## config.mk

```make
export PLATFORM = sky130hd
export DESIGN_NAME = sv32_mmu
export DESIGN_NICKNAME = d
export VERILOG_FILES = /design/src/rtl/sv32_types_pkg.sv /design/src/rtl/priv_types_pkg.sv /design/src/rtl/page_perm_check.sv /design/src/rtl/sv32_tlb.sv /design/src/rtl/sv32_page_walker.sv /design/src/rtl/sv32_mmu.sv
export VERILOG_INCLUDE_DIRS = /design/src /design/src/rtl
export SDC_FILE = /design/constraint.sdc
export NUM_CORES = 1
export LEC_CHECK = 0
export BUFFER_PORTS_ARGS = -buffer_cell sky130_fd_sc_hd__buf_2
export CAP_MARGIN = 20
export CORE_MARGIN = 2
export CORE_UTILIZATION = 45
export DETAILED_ROUTE_END_ITERATION = 6
export GPL_ROUTABILITY_DRIVEN = 0
export PLACE_DENSITY_LB_ADDON = 0.15
export SYNTH_ARGS = -nofsm -noshare
export SYNTH_HDL_FRONTEND = slang
export SYNTH_SLANG_ARGS = --single-unit
```

## constraint.sdc

```tcl
create_clock -name clk -period 7.35 [get_ports clk]
set_input_delay 0.3675 -clock clk [delete_from_list [all_inputs] [get_ports clk]]
set_output_delay 0.3675 -clock clk [all_outputs]
set_load 0.1 [all_outputs]
```

## src/rtl/mmu_defines.svh

```systemverilog
// size parameters of the Sv32 translation unit
// TLB depth, page offset width and PTE size in bytes
`ifndef MMU_DEFINES_SVH
`define MMU_DEFINES_SVH

// number of TLB entries, kept a power of two so the
// round-robin pointer wraps cleanly
`define MMU_TLB_ENTRIES 4

// byte offset within a 4 KiB page
`define MMU_PAGE_OFFSET_W 12

// each Sv32 PTE is one 32-bit word, so a table index is scaled by this
`define MMU_PTE_BYTES 4

`endif

```

## src/rtl/sv32_types_pkg.sv

```systemverilog
// Sv32 data layouts
// virtual address, PTE permission bits, PTE, TLB entry and satp fields
`default_nettype none

`include "mmu_defines.svh"

package sv32_types_pkg;

  // virtual address split into the two table indices and the page offset
  typedef struct packed {
    logic [9:0]                    vpn1;
    logic [9:0]                    vpn0;
    logic [`MMU_PAGE_OFFSET_W-1:0] offset;
  } sv32_vaddr_t;

  // low ten bits of a PTE, msb first as they sit in memory
  // global is a keyword, hence the longer field name
  typedef struct packed {
    logic [1:0] rsw;
    logic       dirty;
    logic       accessed;
    logic       global_page;
    logic       user;
    logic       executable;
    logic       writable;
    logic       readable;
    logic       valid;
  } pte_perms_t;

  typedef struct packed {
    logic [11:0] ppn1;
    logic [9:0]  ppn0;
    pte_perms_t  perms;
  } pte_sv32_t;

  // a megapage entry only compares the upper half of vpn
  typedef struct packed {
    logic        valid;
    logic        megapage;
    logic [19:0] vpn;
    pte_sv32_t   pte;
  } tlb_entry_t;

  typedef struct packed {
    logic        mode_sv32;
    logic [21:0] root_ppn;
  } satp_t;

endpackage

`default_nettype wire

```

## src/rtl/priv_types_pkg.sv

```systemverilog
// privilege and access encodings, page fault flags and walker states
`default_nettype none

package priv_types_pkg;

  // encodings follow the RISC-V privilege spec
  typedef enum logic [1:0] {
    U_MODE = 2'b00,
    S_MODE = 2'b01,
    M_MODE = 2'b11
  } priv_mode_t;

  typedef enum logic [1:0] {
    LOAD        = 2'd0,
    STORE       = 2'd1,
    INSTRUCTION = 2'd2
  } access_t;

  // at most one flag is set, picked by the access type
  typedef struct packed {
    logic load;
    logic store;
    logic insn;
  } page_fault_t;

  typedef enum logic [2:0] {
    IDLE,
    READ_L1,
    WAIT_L1,
    READ_L0,
    WAIT_L0,
    FINISH
  } walk_state_t;

endpackage

`default_nettype wire

```

## src/rtl/page_perm_check.sv

```systemverilog
// page permission checker for one Sv32 PTE
// shared by the TLB hit path and the page table walker
`timescale 1ns/1ps
`default_nettype none

module page_perm_check (
  input  logic                        check,
  input  logic                        level,
  input  priv_types_pkg::access_t     access,
  input  priv_types_pkg::priv_mode_t  priv,
  input  logic                        sum,
  input  sv32_types_pkg::pte_sv32_t   pte,
  output priv_types_pkg::page_fault_t fault,
  output logic                        leaf_pte
);

  import priv_types_pkg::*;
  import sv32_types_pkg::*;

  pte_perms_t perms;
  logic       bad_pte;
  logic       is_pointer;
  logic       leaf_fault;
  logic       raise;

  assign perms = pte.perms;

  always_comb begin
    // an invalid PTE, or write permission without read, is never usable
    bad_pte = ~perms.valid | (perms.writable & ~perms.readable);

    // with r, w and x all clear the PTE points at the next table
    is_pointer = ~(perms.readable | perms.writable | perms.executable);

    leaf_fault = 1'b0;
    // basic rights for the access type
    // loads also succeed on execute-only pages here
    if (access == INSTRUCTION && !perms.executable) begin
      leaf_fault = 1'b1;
    end
    if (access == STORE && !perms.writable) begin
      leaf_fault = 1'b1;
    end
    if (access == LOAD && !(perms.readable || perms.executable)) begin
      leaf_fault = 1'b1;
    end
    // supervisor may touch user pages only with sum, and never fetch from them
    if (perms.user && priv == S_MODE && (!sum || access == INSTRUCTION)) begin
      leaf_fault = 1'b1;
    end
    if (!perms.user && priv == U_MODE) begin
      leaf_fault = 1'b1;
    end
    // A and D are not updated by hardware, so a missing bit is a fault
    if (!perms.accessed || (access == STORE && !perms.dirty)) begin
      leaf_fault = 1'b1;
    end
    // a megapage must be aligned to 4 MiB
    if (level && pte.ppn0 != '0) begin
      leaf_fault = 1'b1;
    end

    // a pointer is fine at level 1 and a fault at level 0
    raise = check & (bad_pte | (is_pointer & ~level) | (~is_pointer & leaf_fault));
    leaf_pte = check & ~bad_pte & ~is_pointer;

    fault.load  = raise & (access == LOAD);
    fault.store = raise & (access == STORE);
    fault.insn  = raise & (access == INSTRUCTION);
  end

endmodule

`default_nettype wire

```

## src/rtl/sv32_tlb.sv

```systemverilog
// fully associative Sv32 TLB with round-robin replacement
// lookup result is registered and rechecked against the current access
`timescale 1ns/1ps
`default_nettype none

`include "mmu_defines.svh"

module sv32_tlb #(
  parameter int num_entries = `MMU_TLB_ENTRIES
) (
  input  logic                        clk,
  input  logic                        rst_n,
  input  logic                        lookup,
  input  sv32_types_pkg::sv32_vaddr_t vaddr,
  input  priv_types_pkg::access_t     access,
  input  priv_types_pkg::priv_mode_t  priv,
  input  logic                        sum,
  input  logic                        flush,
  input  logic                        fill_valid,
  input  sv32_types_pkg::tlb_entry_t  fill_entry,
  output logic                        hit_done,
  output logic                        miss,
  output logic [33:0]                 paddr,
  output priv_types_pkg::page_fault_t fault
);

  import priv_types_pkg::*;
  import sv32_types_pkg::*;

  localparam int idx_w = (num_entries > 1) ? $clog2(num_entries) : 1;

  tlb_entry_t             entries [num_entries];
  logic [num_entries-1:0] match;
  tlb_entry_t             hit_entry;
  logic [idx_w-1:0]       victim_q;

  logic        lookup_q;
  logic        hit_q;
  tlb_entry_t  entry_q;
  sv32_vaddr_t vaddr_q;
  access_t     access_q;
  priv_mode_t  priv_q;
  logic        sum_q;

  // compare every slot, megapages ignore vpn0
  always_comb begin
    hit_entry = '0;
    for (int i = 0; i < num_entries; i++) begin
      match[i] = entries[i].valid && entries[i].vpn[19:10] == vaddr.vpn1 &&
                 (entries[i].megapage || entries[i].vpn[9:0] == vaddr.vpn0);
      if (match[i]) begin
        hit_entry = entries[i];
      end
    end
  end

  // flush drops only the valid bits, the payload stays
  always_ff @(posedge clk) begin
    if (!rst_n || flush) begin
      for (int i = 0; i < num_entries; i++) begin
        entries[i].valid <= 1'b0;
      end
    end else if (fill_valid) begin
      entries[victim_q] <= fill_entry;
    end
  end

  always_ff @(posedge clk) begin
    if (!rst_n) begin
      victim_q <= '0;
      lookup_q <= 1'b0;
      hit_q    <= 1'b0;
    end else begin
      lookup_q <= lookup;
      hit_q    <= |match;
      if (fill_valid) begin
        victim_q <= (victim_q == idx_w'(num_entries - 1)) ? '0 : victim_q + 1'b1;
      end
    end
  end

  // request fields held for the check and the address in the next cycle
  always_ff @(posedge clk) begin
    if (lookup) begin
      entry_q  <= hit_entry;
      vaddr_q  <= vaddr;
      access_q <= access;
      priv_q   <= priv;
      sum_q    <= sum;
    end
  end

  assign hit_done = lookup_q & hit_q;
  assign miss     = lookup_q & ~hit_q;

  assign paddr = entry_q.megapage ? {entry_q.pte.ppn1, vaddr_q.vpn0, vaddr_q.offset}
                                  : {entry_q.pte.ppn1, entry_q.pte.ppn0, vaddr_q.offset};

  // cached entries are leaves, so only the fault matters here
  page_perm_check i_perm (
    .check    (hit_done),
    .level    (entry_q.megapage),
    .access   (access_q),
    .priv     (priv_q),
    .sum      (sum_q),
    .pte      (entry_q.pte),
    .fault    (fault),
    .leaf_pte ()
  );

endmodule

`default_nettype wire

```

## src/rtl/sv32_page_walker.sv

```systemverilog
// two-level Sv32 page table walker
// one memory read at a time, result goes to the core and to the TLB
`timescale 1ns/1ps
`default_nettype none

`include "mmu_defines.svh"

module sv32_page_walker (
  input  logic                        clk,
  input  logic                        rst_n,
  input  logic                        start,
  input  sv32_types_pkg::sv32_vaddr_t vaddr,
  input  priv_types_pkg::access_t     access,
  input  priv_types_pkg::priv_mode_t  priv,
  input  logic                        sum,
  input  logic [21:0]                 root_ppn,
  output logic                        mem_req,
  output logic [33:0]                 mem_addr,
  input  logic                        mem_rvalid,
  input  sv32_types_pkg::pte_sv32_t   mem_rdata,
  output logic                        busy,
  output logic                        done,
  output logic [33:0]                 paddr,
  output priv_types_pkg::page_fault_t fault,
  output logic                        fill_valid,
  output sv32_types_pkg::tlb_entry_t  fill_entry
);

  import priv_types_pkg::*;
  import sv32_types_pkg::*;

  walk_state_t state_q;
  walk_state_t state_d;

  logic [21:0] ppn_q;
  pte_sv32_t   pte_q;
  page_fault_t fault_q;
  logic        megapage_q;
  logic [9:0]  vpn_idx;

  logic        chk_en;
  page_fault_t chk_fault;
  logic        chk_leaf;

  // the returned PTE is checked in the same cycle it arrives
  assign chk_en = mem_rvalid & (state_q == WAIT_L1 || state_q == WAIT_L0);

  page_perm_check i_perm (
    .check    (chk_en),
    .level    (state_q == WAIT_L1),
    .access   (access),
    .priv     (priv),
    .sum      (sum),
    .pte      (mem_rdata),
    .fault    (chk_fault),
    .leaf_pte (chk_leaf)
  );

  always_comb begin
    state_d = state_q;
    case (state_q)
      IDLE:    if (start) state_d = READ_L1;
      READ_L1: state_d = WAIT_L1;
      // a fault or a leaf ends the walk, anything else points at level 0
      WAIT_L1: if (mem_rvalid) state_d = (|chk_fault || chk_leaf) ? FINISH : READ_L0;
      READ_L0: state_d = WAIT_L0;
      WAIT_L0: if (mem_rvalid) state_d = FINISH;
      FINISH:  state_d = IDLE;
      default: state_d = IDLE;
    endcase
  end

  always_ff @(posedge clk) begin
    if (!rst_n) begin
      state_q <= IDLE;
    end else begin
      state_q <= state_d;
    end
  end

  // table base and the captured PTE
  always_ff @(posedge clk) begin
    if (state_q == IDLE && start) begin
      ppn_q <= root_ppn;
    end
    if (state_q == WAIT_L1 && mem_rvalid && !(|chk_fault) && !chk_leaf) begin
      ppn_q <= {mem_rdata.ppn1, mem_rdata.ppn0};
    end
    if (chk_en) begin
      pte_q      <= mem_rdata;
      fault_q    <= chk_fault;
      megapage_q <= (state_q == WAIT_L1);
    end
  end

  // PTE address is table base plus the scaled index for this level
  assign vpn_idx  = (state_q == READ_L1) ? vaddr.vpn1 : vaddr.vpn0;
  assign mem_addr = {ppn_q, {`MMU_PAGE_OFFSET_W{1'b0}}} +
                    34'(vpn_idx) * 34'(`MMU_PTE_BYTES);
  assign mem_req  = (state_q == READ_L1) || (state_q == READ_L0);

  assign busy  = (state_q != IDLE);
  assign done  = (state_q == FINISH);
  assign fault = fault_q;

  assign paddr = megapage_q ? {pte_q.ppn1, vaddr.vpn0, vaddr.offset}
                            : {pte_q.ppn1, pte_q.ppn0, vaddr.offset};

  // faulting walks never reach the TLB
  assign fill_valid          = done & ~(|fault_q);
  assign fill_entry.valid    = 1'b1;
  assign fill_entry.megapage = megapage_q;
  assign fill_entry.vpn      = {vaddr.vpn1, vaddr.vpn0};
  assign fill_entry.pte      = pte_q;

endmodule

`default_nettype wire

```

## src/rtl/sv32_mmu.sv

```systemverilog
// Sv32 address translation top level
// bare and M-mode pass-through, TLB lookup and walker on a miss
`timescale 1ns/1ps
`default_nettype none

`include "mmu_defines.svh"

module sv32_mmu (
  input  logic                        clk,
  input  logic                        rst_n,
  input  logic                        req,
  input  sv32_types_pkg::sv32_vaddr_t vaddr,
  input  priv_types_pkg::access_t     access,
  input  priv_types_pkg::priv_mode_t  priv,
  input  logic                        sum,
  input  sv32_types_pkg::satp_t       satp,
  input  logic                        sfence,
  output logic                        mem_req,
  output logic [33:0]                 mem_addr,
  input  logic                        mem_rvalid,
  input  sv32_types_pkg::pte_sv32_t   mem_rdata,
  output logic                        busy,
  output logic                        done,
  output logic [33:0]                 paddr,
  output priv_types_pkg::page_fault_t fault
);

  import priv_types_pkg::*;
  import sv32_types_pkg::*;

  logic        translate;
  logic        bare_done_q;
  logic [33:0] bare_paddr_q;

  sv32_vaddr_t vaddr_q;
  access_t     access_q;
  priv_mode_t  priv_q;
  logic        sum_q;
  logic [21:0] root_q;

  logic        tlb_done;
  logic        tlb_miss;
  logic [33:0] tlb_paddr;
  page_fault_t tlb_fault;

  logic        walk_busy;
  logic        walk_done;
  logic [33:0] walk_paddr;
  page_fault_t walk_fault;
  logic        fill_valid;
  tlb_entry_t  fill_entry;

  // machine mode never translates, even with Sv32 enabled
  assign translate = satp.mode_sv32 & (priv != M_MODE);

  always_ff @(posedge clk) begin
    if (!rst_n) begin
      bare_done_q <= 1'b0;
    end else begin
      bare_done_q <= req & ~translate;
    end
  end

  // the walker starts a cycle after req, so it works from these copies
  always_ff @(posedge clk) begin
    if (req) begin
      bare_paddr_q <= {2'b00, vaddr};
      vaddr_q      <= vaddr;
      access_q     <= access;
      priv_q       <= priv;
      sum_q        <= sum;
      root_q       <= satp.root_ppn;
    end
  end

  sv32_tlb #(
    .num_entries (`MMU_TLB_ENTRIES)
  ) i_tlb (
    .clk        (clk),
    .rst_n      (rst_n),
    .lookup     (req & translate),
    .vaddr      (vaddr),
    .access     (access),
    .priv       (priv),
    .sum        (sum),
    .flush      (sfence),
    .fill_valid (fill_valid),
    .fill_entry (fill_entry),
    .hit_done   (tlb_done),
    .miss       (tlb_miss),
    .paddr      (tlb_paddr),
    .fault      (tlb_fault)
  );

  sv32_page_walker i_walker (
    .clk        (clk),
    .rst_n      (rst_n),
    .start      (tlb_miss),
    .vaddr      (vaddr_q),
    .access     (access_q),
    .priv       (priv_q),
    .sum        (sum_q),
    .root_ppn   (root_q),
    .mem_req    (mem_req),
    .mem_addr   (mem_addr),
    .mem_rvalid (mem_rvalid),
    .mem_rdata  (mem_rdata),
    .busy       (walk_busy),
    .done       (walk_done),
    .paddr      (walk_paddr),
    .fault      (walk_fault),
    .fill_valid (fill_valid),
    .fill_entry (fill_entry)
  );

  // the miss cycle already counts as busy, before the walker leaves IDLE
  assign busy = tlb_miss | walk_busy;
  assign done = bare_done_q | tlb_done | walk_done;

  // only one source fires per request
  always_comb begin
    if (walk_done) begin
      paddr = walk_paddr;
      fault = walk_fault;
    end else if (tlb_done) begin
      paddr = tlb_paddr;
      fault = tlb_fault;
    end else begin
      paddr = bare_paddr_q;
      fault = '0;
    end
  end

endmodule

`default_nettype wire

```

Word level (Yosys, flattened, before mapping). Memories as Yosys holds them, arrays and structs flattened. Cells that the tools add are included.

Memories kept: 1. Logic and storage cells: 233. Memory bits (writable): 216. Output and inout bits: 74. Bits of input ports: 97. Flip-flop bits (word level): 214.

Memory list: i_tlb.entries (words 4, width 54, rd ports 4, clocked after memory_dff 0, wr ports 4, line sv32_tlb.sv:32) `tlb_entry_t entries [num_entries];`.

Add/subtract/negate cells: 2. Equal/unequal tests: 24. Muxes and demuxes: 41. Reductions and logical operators: 73. Bitwise logic cells: 48.

Operator list (number): two-way mux 53 bit (4); two-way mux 22 bit (4); equality test 10 bit (8); two-way mux 34 bit (2); two-way mux 54 bit (1); OR reduction 54 bit (1); adder 34 x 12 -> 34 bit (1); logical AND 1 bit (28); bitwise AND 1 bit (23); nonzero test 10 bit (2); two-way mux 1 bit (19); two-way mux 3 bit (6); zero test 1 bit (17); one-hot mux 3 bit (5 select lines) (1); logical OR 1 bit (14); OR 1 bit (13); NOT 1 bit (12); two-way mux 10 bit (1); equality test 2 x 1 -> 1 bit, second input constant (4); zero test 2 bit (4); equality test 2 bit, second input constant (3); equality test 3 x 2 -> 1 bit, second input constant (2); equality test 3 bit, second input constant (2); two-way mux 2 bit (3); 10 further kinds (13).

Logic depth before layout (Yosys ltp).
Depth after elaboration: 18. Depth in mapped cells: 10. Gate-level depth less buffers: 7.

By module. From an unflattened synthesis, not the netlist that was laid out.

Cell total of the unflattened synthesis: 1142. Area total of the unflattened synthesis: 17347.9 µm².

Modules (own cells, without submodules): sv32_tlb (seq. area each 8368.0 µm², cells each 719, area each 11443.5 µm², instances 1); sv32_page_walker (seq. area each 1801.7 µm², cells each 191, area each 3005.4 µm², instances 1); sv32_mmu (seq. area each 1791.7 µm², cells each 182, area each 2596.2 µm², instances 1); page_perm_check (seq. area each 0.0 µm², cells each 25, area each 151.4 µm², instances 2).

Least setup slack after synthesis. No wires, ideal clock.

Path kind: register to register. Start point: reg i_walker.state_q[1]. End point: mem i_tlb.entries[0][0] (netlist name), enable pin. Data arrival time: 5.000 ns. Cell stages (with the launch flop): 9. Slack: 1.830 ns. Setup time: 0.519 ns. Required time: 6.831 ns. Period minus slack after synthesis: 5.520 ns. Cells stage by stage: dfxtp_1 -> buf_6 -> nand2b_4 -> or2_4 -> or4_1 -> buf_2 -> nand2b_4 -> buf_6 -> nor3_1.

RTL lines: start, declared (line sv32_page_walker.sv:32) `walk_state_t state_q;`; start signal, assigned (line sv32_page_walker.sv:77) `state_q <= state_d;`; end, declared (line sv32_tlb.sv:32).

==> metrics.md <==
| Metric | Value |
|---|---|
| Cells after Synth | 1007 |
| Vias in the first global route | 8691 |
| Row cnt | 67 |
| # diodes | 0 |
| CP endpoint kind | output port |
| Placed Instances | 1582 |
| Power density cells | about 260 nW/um^2 |
| First-pass GRT wire length | 53160 um |
| Grt total ovfl | 0 |
| DP HPWL | 22490 um |
| Endpoints failing setup | 0 |
| Max transition margin | 37.80% |
| First DRT Iteration DRCs | 694 |
| CP Cell Sequence | or4_1 -> o41ai_1 -> o21ai_0 -> o21ai_0 -> nor3_1 -> a22o_1 -> buf_2 |
| Vias | a little under 9000 |
| Drt drc | 0 |
| Max Slew Vio Count | 0 |
| Core ar. | 33530 sq um |
| Layout cell share with drive strength beyond 1 | 22.76% |
| Crit path top cell by count | o21ai_0 |
| Routed WL | 35620 um |
| Yosys top cell by area | edfxtp_1 |
| H-tree lvl count | 2 |
| Worst hold-check path type | in2reg |
| Worst Setup EP | fault[1] |
| Worst path buffer plus inverter count | 1 |
| CP top delay family | compound AO/OA/AOI/OAI gates |
| Later-pin clock latency in the skew report | 540 ps |
| Worst R2R Path Depth | 6 |
| Critical Path Source Type | flop |
| Fin Clk Skew | around 26 ps |
| Antenna violations before repair | 0 |
| CP required | about 7000 ps |
| Wire per inst | 21.39 um |
| Tmin final | 3831 ps |
| WP depth | 7 |
| Post-route setup TNS | 0 ps |
| Setup slack after layout | 3519 ps |
| Crit path arrival time | around 3500 ps |
| Number of flops mapped to enable cells by yosys | 375 |
| Max Cap Violations | 0 |
| ANT nets after route | 0 |
| Worst-margin pin slew | 924.4 ps |
| Hold slack | 18.31 ps |
| Maximum number of pins on one net before global-route repair | 52 |
| DIE AREA | about 36000 sq um |
| Starting Density | around 46% |
| Flop2flop setup slack | 4180 ps |
| Synth Register Bits | about 380 |
| Post-synthesis sequential area ratio | 74.53% |
| Primary FF master, synth | edfxtp_1 |
| First drt pass iteration count | 5 |
| CTS buffer count | 39 |
| RR Endpoint | i_tlb.entries[0][16]$_DFFE_PP_ |
| CTS Buffer Depth | 3 |
| Netlist cell types | 53 |
| Fmax | 261.0 MHz |
| Post-synth ARST share | 0% |
| Critical path origin | i_tlb.entry_q[12]$_DFFE_PP_ |
| Final instance count without filler cells | about 1700 |
| Setup Buffers After CTS | 0 |
| Final period util | between 50 and 60% |
| Clock-pin slew on the worst setup and hold paths | 60 ps |
| Lkg Pwr | between 0.006 and 0.007 uW |
| P&R area growth vs syn | 17.34% |
| Slowest-stage cell, CP | o41ai_1 |
| Reg2reg start | i_walker.state_q[2]$_SDFFE_PN0P_ |
| Place WS | about 4100 ps |
| Nets | 1285 |
| Status | finished clean |
| IO Pins | 171 |
| CTS sink cnt | 383 |
| Port bufs | approximately 170 |
| Synthesis warning total | 0 |
| Crit path max fanout | 3 |
| Syn Area/Cell | 15.22 sq um |
| Peak VDD IR | 0.1988 mV |
| Final hold viol count | 0 |
| Die W | between 150 and 200 um |
| Gr usage total | 20.02% |
| Share of the synthesized area in the top cell type | 73.48% |
| RSZ-0062 raised after global routing | false |
| Cell Area, Synth | approximately 15000 sq um |
| Largest cells by area after synthesis | edfxtp_1, xnor2_1, nand2_1 |
| Vias/cell | 5.289 |
| CP max stage delay | 740 ps |
| Die extent in y | 188.5 um |
| Root Driver | clkbuf_16 |
| CTS tree | done |
| Crit Path Category | reg2out |
## cell usage in the layout, fill, tap and decap left out, types with 5 or more instances in the layout
cell | Yosys | final
clkinv_2 | 0 | 9
xor2_1 | 8 | 8
mux2_1 | 8 | 8
nor3_1 | 11 | 10
o21ai_0 | 49 | 49
dlygate4sd3_1 | 0 | 11
and2_1 | 53 | 52
clkinv_1 | 0 | 8
a221o_1 | 10 | 10
a32oi_1 | 29 | 29
nand4_1 | 16 | 16
buf_2 | 9 | 165
dfxtp_1 | 8 | 8
a21oi_1 | 8 | 7
nand2b_1 | 8 | 8
buf_4 | 3 | 16
nor4_1 | 6 | 6
edfxtp_1 | 375 | 375
nor2_1 | 32 | 27
nand2_1 | 149 | 149
mux2i_1 | 21 | 21
xnor2_1 | 72 | 72
nor2b_1 | 5 | 5
nand3_1 | 10 | 10
clkbuf_16 | 0 | 40
mux2_2 | 24 | 24
clkbuf_1 | 36 | 8
## where the power goes
part           switching [uW]  internal [uW]  total, uW
combinational             291           85.8        377
clock                     812           1080       1890
sequential               30.6           2440       2470
## sequential cells by signal, summed over array words and instances (netlist names), 2 cells and up
register and flops:
i_tlb.vaddr_q 22, vaddr_q 29, priv_q 2, i_walker.state_q 3, i_tlb.entry_q 30, i_walker.fill_entry 29
i_walker.fault 3, i_tlb.priv_q 2, root_q 22, bare_paddr_q 3, access_q 2, i_tlb.access_q 2
i_walker.ppn_q 22, i_tlb.victim_q 2, i_tlb.entries 204
## what timing repair did
action	CTS	global route
hold endpoints to repair	11	0
resized for setup	0	0
hold buffers	11	0
## metal layers
layer | vias up | GRT usage, % | part of all wire (%)
li1 | 4121 | - | -
met1 | 4344 | 28.64 | 45
met2 | 297 | 31.96 | 47
met3 | 45 | 2.999 | 5.5
met4 | 0 | 5.950 | 2.2
met5 | - | 0 | 0
## Yosys cell counts, types with 2 or more instances
cell      instances
or4_1             3
and3_1            2
inv_1             3
nand4_1          16
a32oi_1          29
nand2b_4          2
mux2_1            8
a221o_1          10
mux2_2           24
o21ai_0          49
buf_6             7
o211ai_1          3
xor2_1            8
mux2i_1          21
dfxtp_1           8
o31ai_1           2
a22o_1            3
nor4_1            6
a21oi_1           8
nor3_1           11
buf_1             2
nor2_1           32
o41ai_1           3
edfxtp_1        375
nand3_1          10
nand3b_1          2
buf_4             3
nor2b_1           5
nor3b_1           3
nand2_1         149
o21a_1            2
o21ai_1           4
and2_1           53
nand2b_1          8
clkbuf_1         36
xnor2_1          72
buf_2             9
## per-stage QoR
stage | power (uW) | utilization (%) | cell area (sq um)
finish | 4738 | 53.63 | 17980
CTS | 4780 | 53.58 | 17970
global placement | 2886 | 49.52 | 16600
global route | 4879 | 53.63 | 17980
detailed placement | 2889 | 49.63 | 16640
floorplan | 2775 | - | 15330
## layout make-up
class / instances / area, sq um
fill: 2790 / 15550
inverter: 4 / 20.02
sequential: 383 / 11420
tap: 448 / 560.5
multi-input combinational: 564 / 3657
clock buffer: 49 / 1045
timing repair buffer: 195 / 1110
clock inverter: 22 / 168.9
## worst min-delay path by stage
stage | start | end | depth (start not counted)
4_1_cts | satp[5] | root_q[5]$_DFFE_PP_ | 1
3_5_place_dp | root_q[7]$_DFFE_PP_ | i_walker.ppn_q[7]$_DFFE_PP_ | 1
5_1_grt | satp[16] | root_q[16]$_DFFE_PP_ | 1
6_report | satp[5] | root_q[5]$_DFFE_PP_ | 1
3_3_place_gp | root_q[4]$_DFFE_PP_ | i_walker.ppn_q[4]$_DFFE_PP_ | 1
2_1_floorplan | access[0] | access_q[0]$_DFFE_PP_ | 0
## cells by family after synthesis
kind of cell,share of synthesized area [%]
fa+ha+maj,0.08163
mux,3.723
simple gates,9.512
other cells,0.02447
buf+inv,2.017
compound gates,5.544
flops,74.53
xor+xnor,4.572
Power figures use the tool's default switching activity.
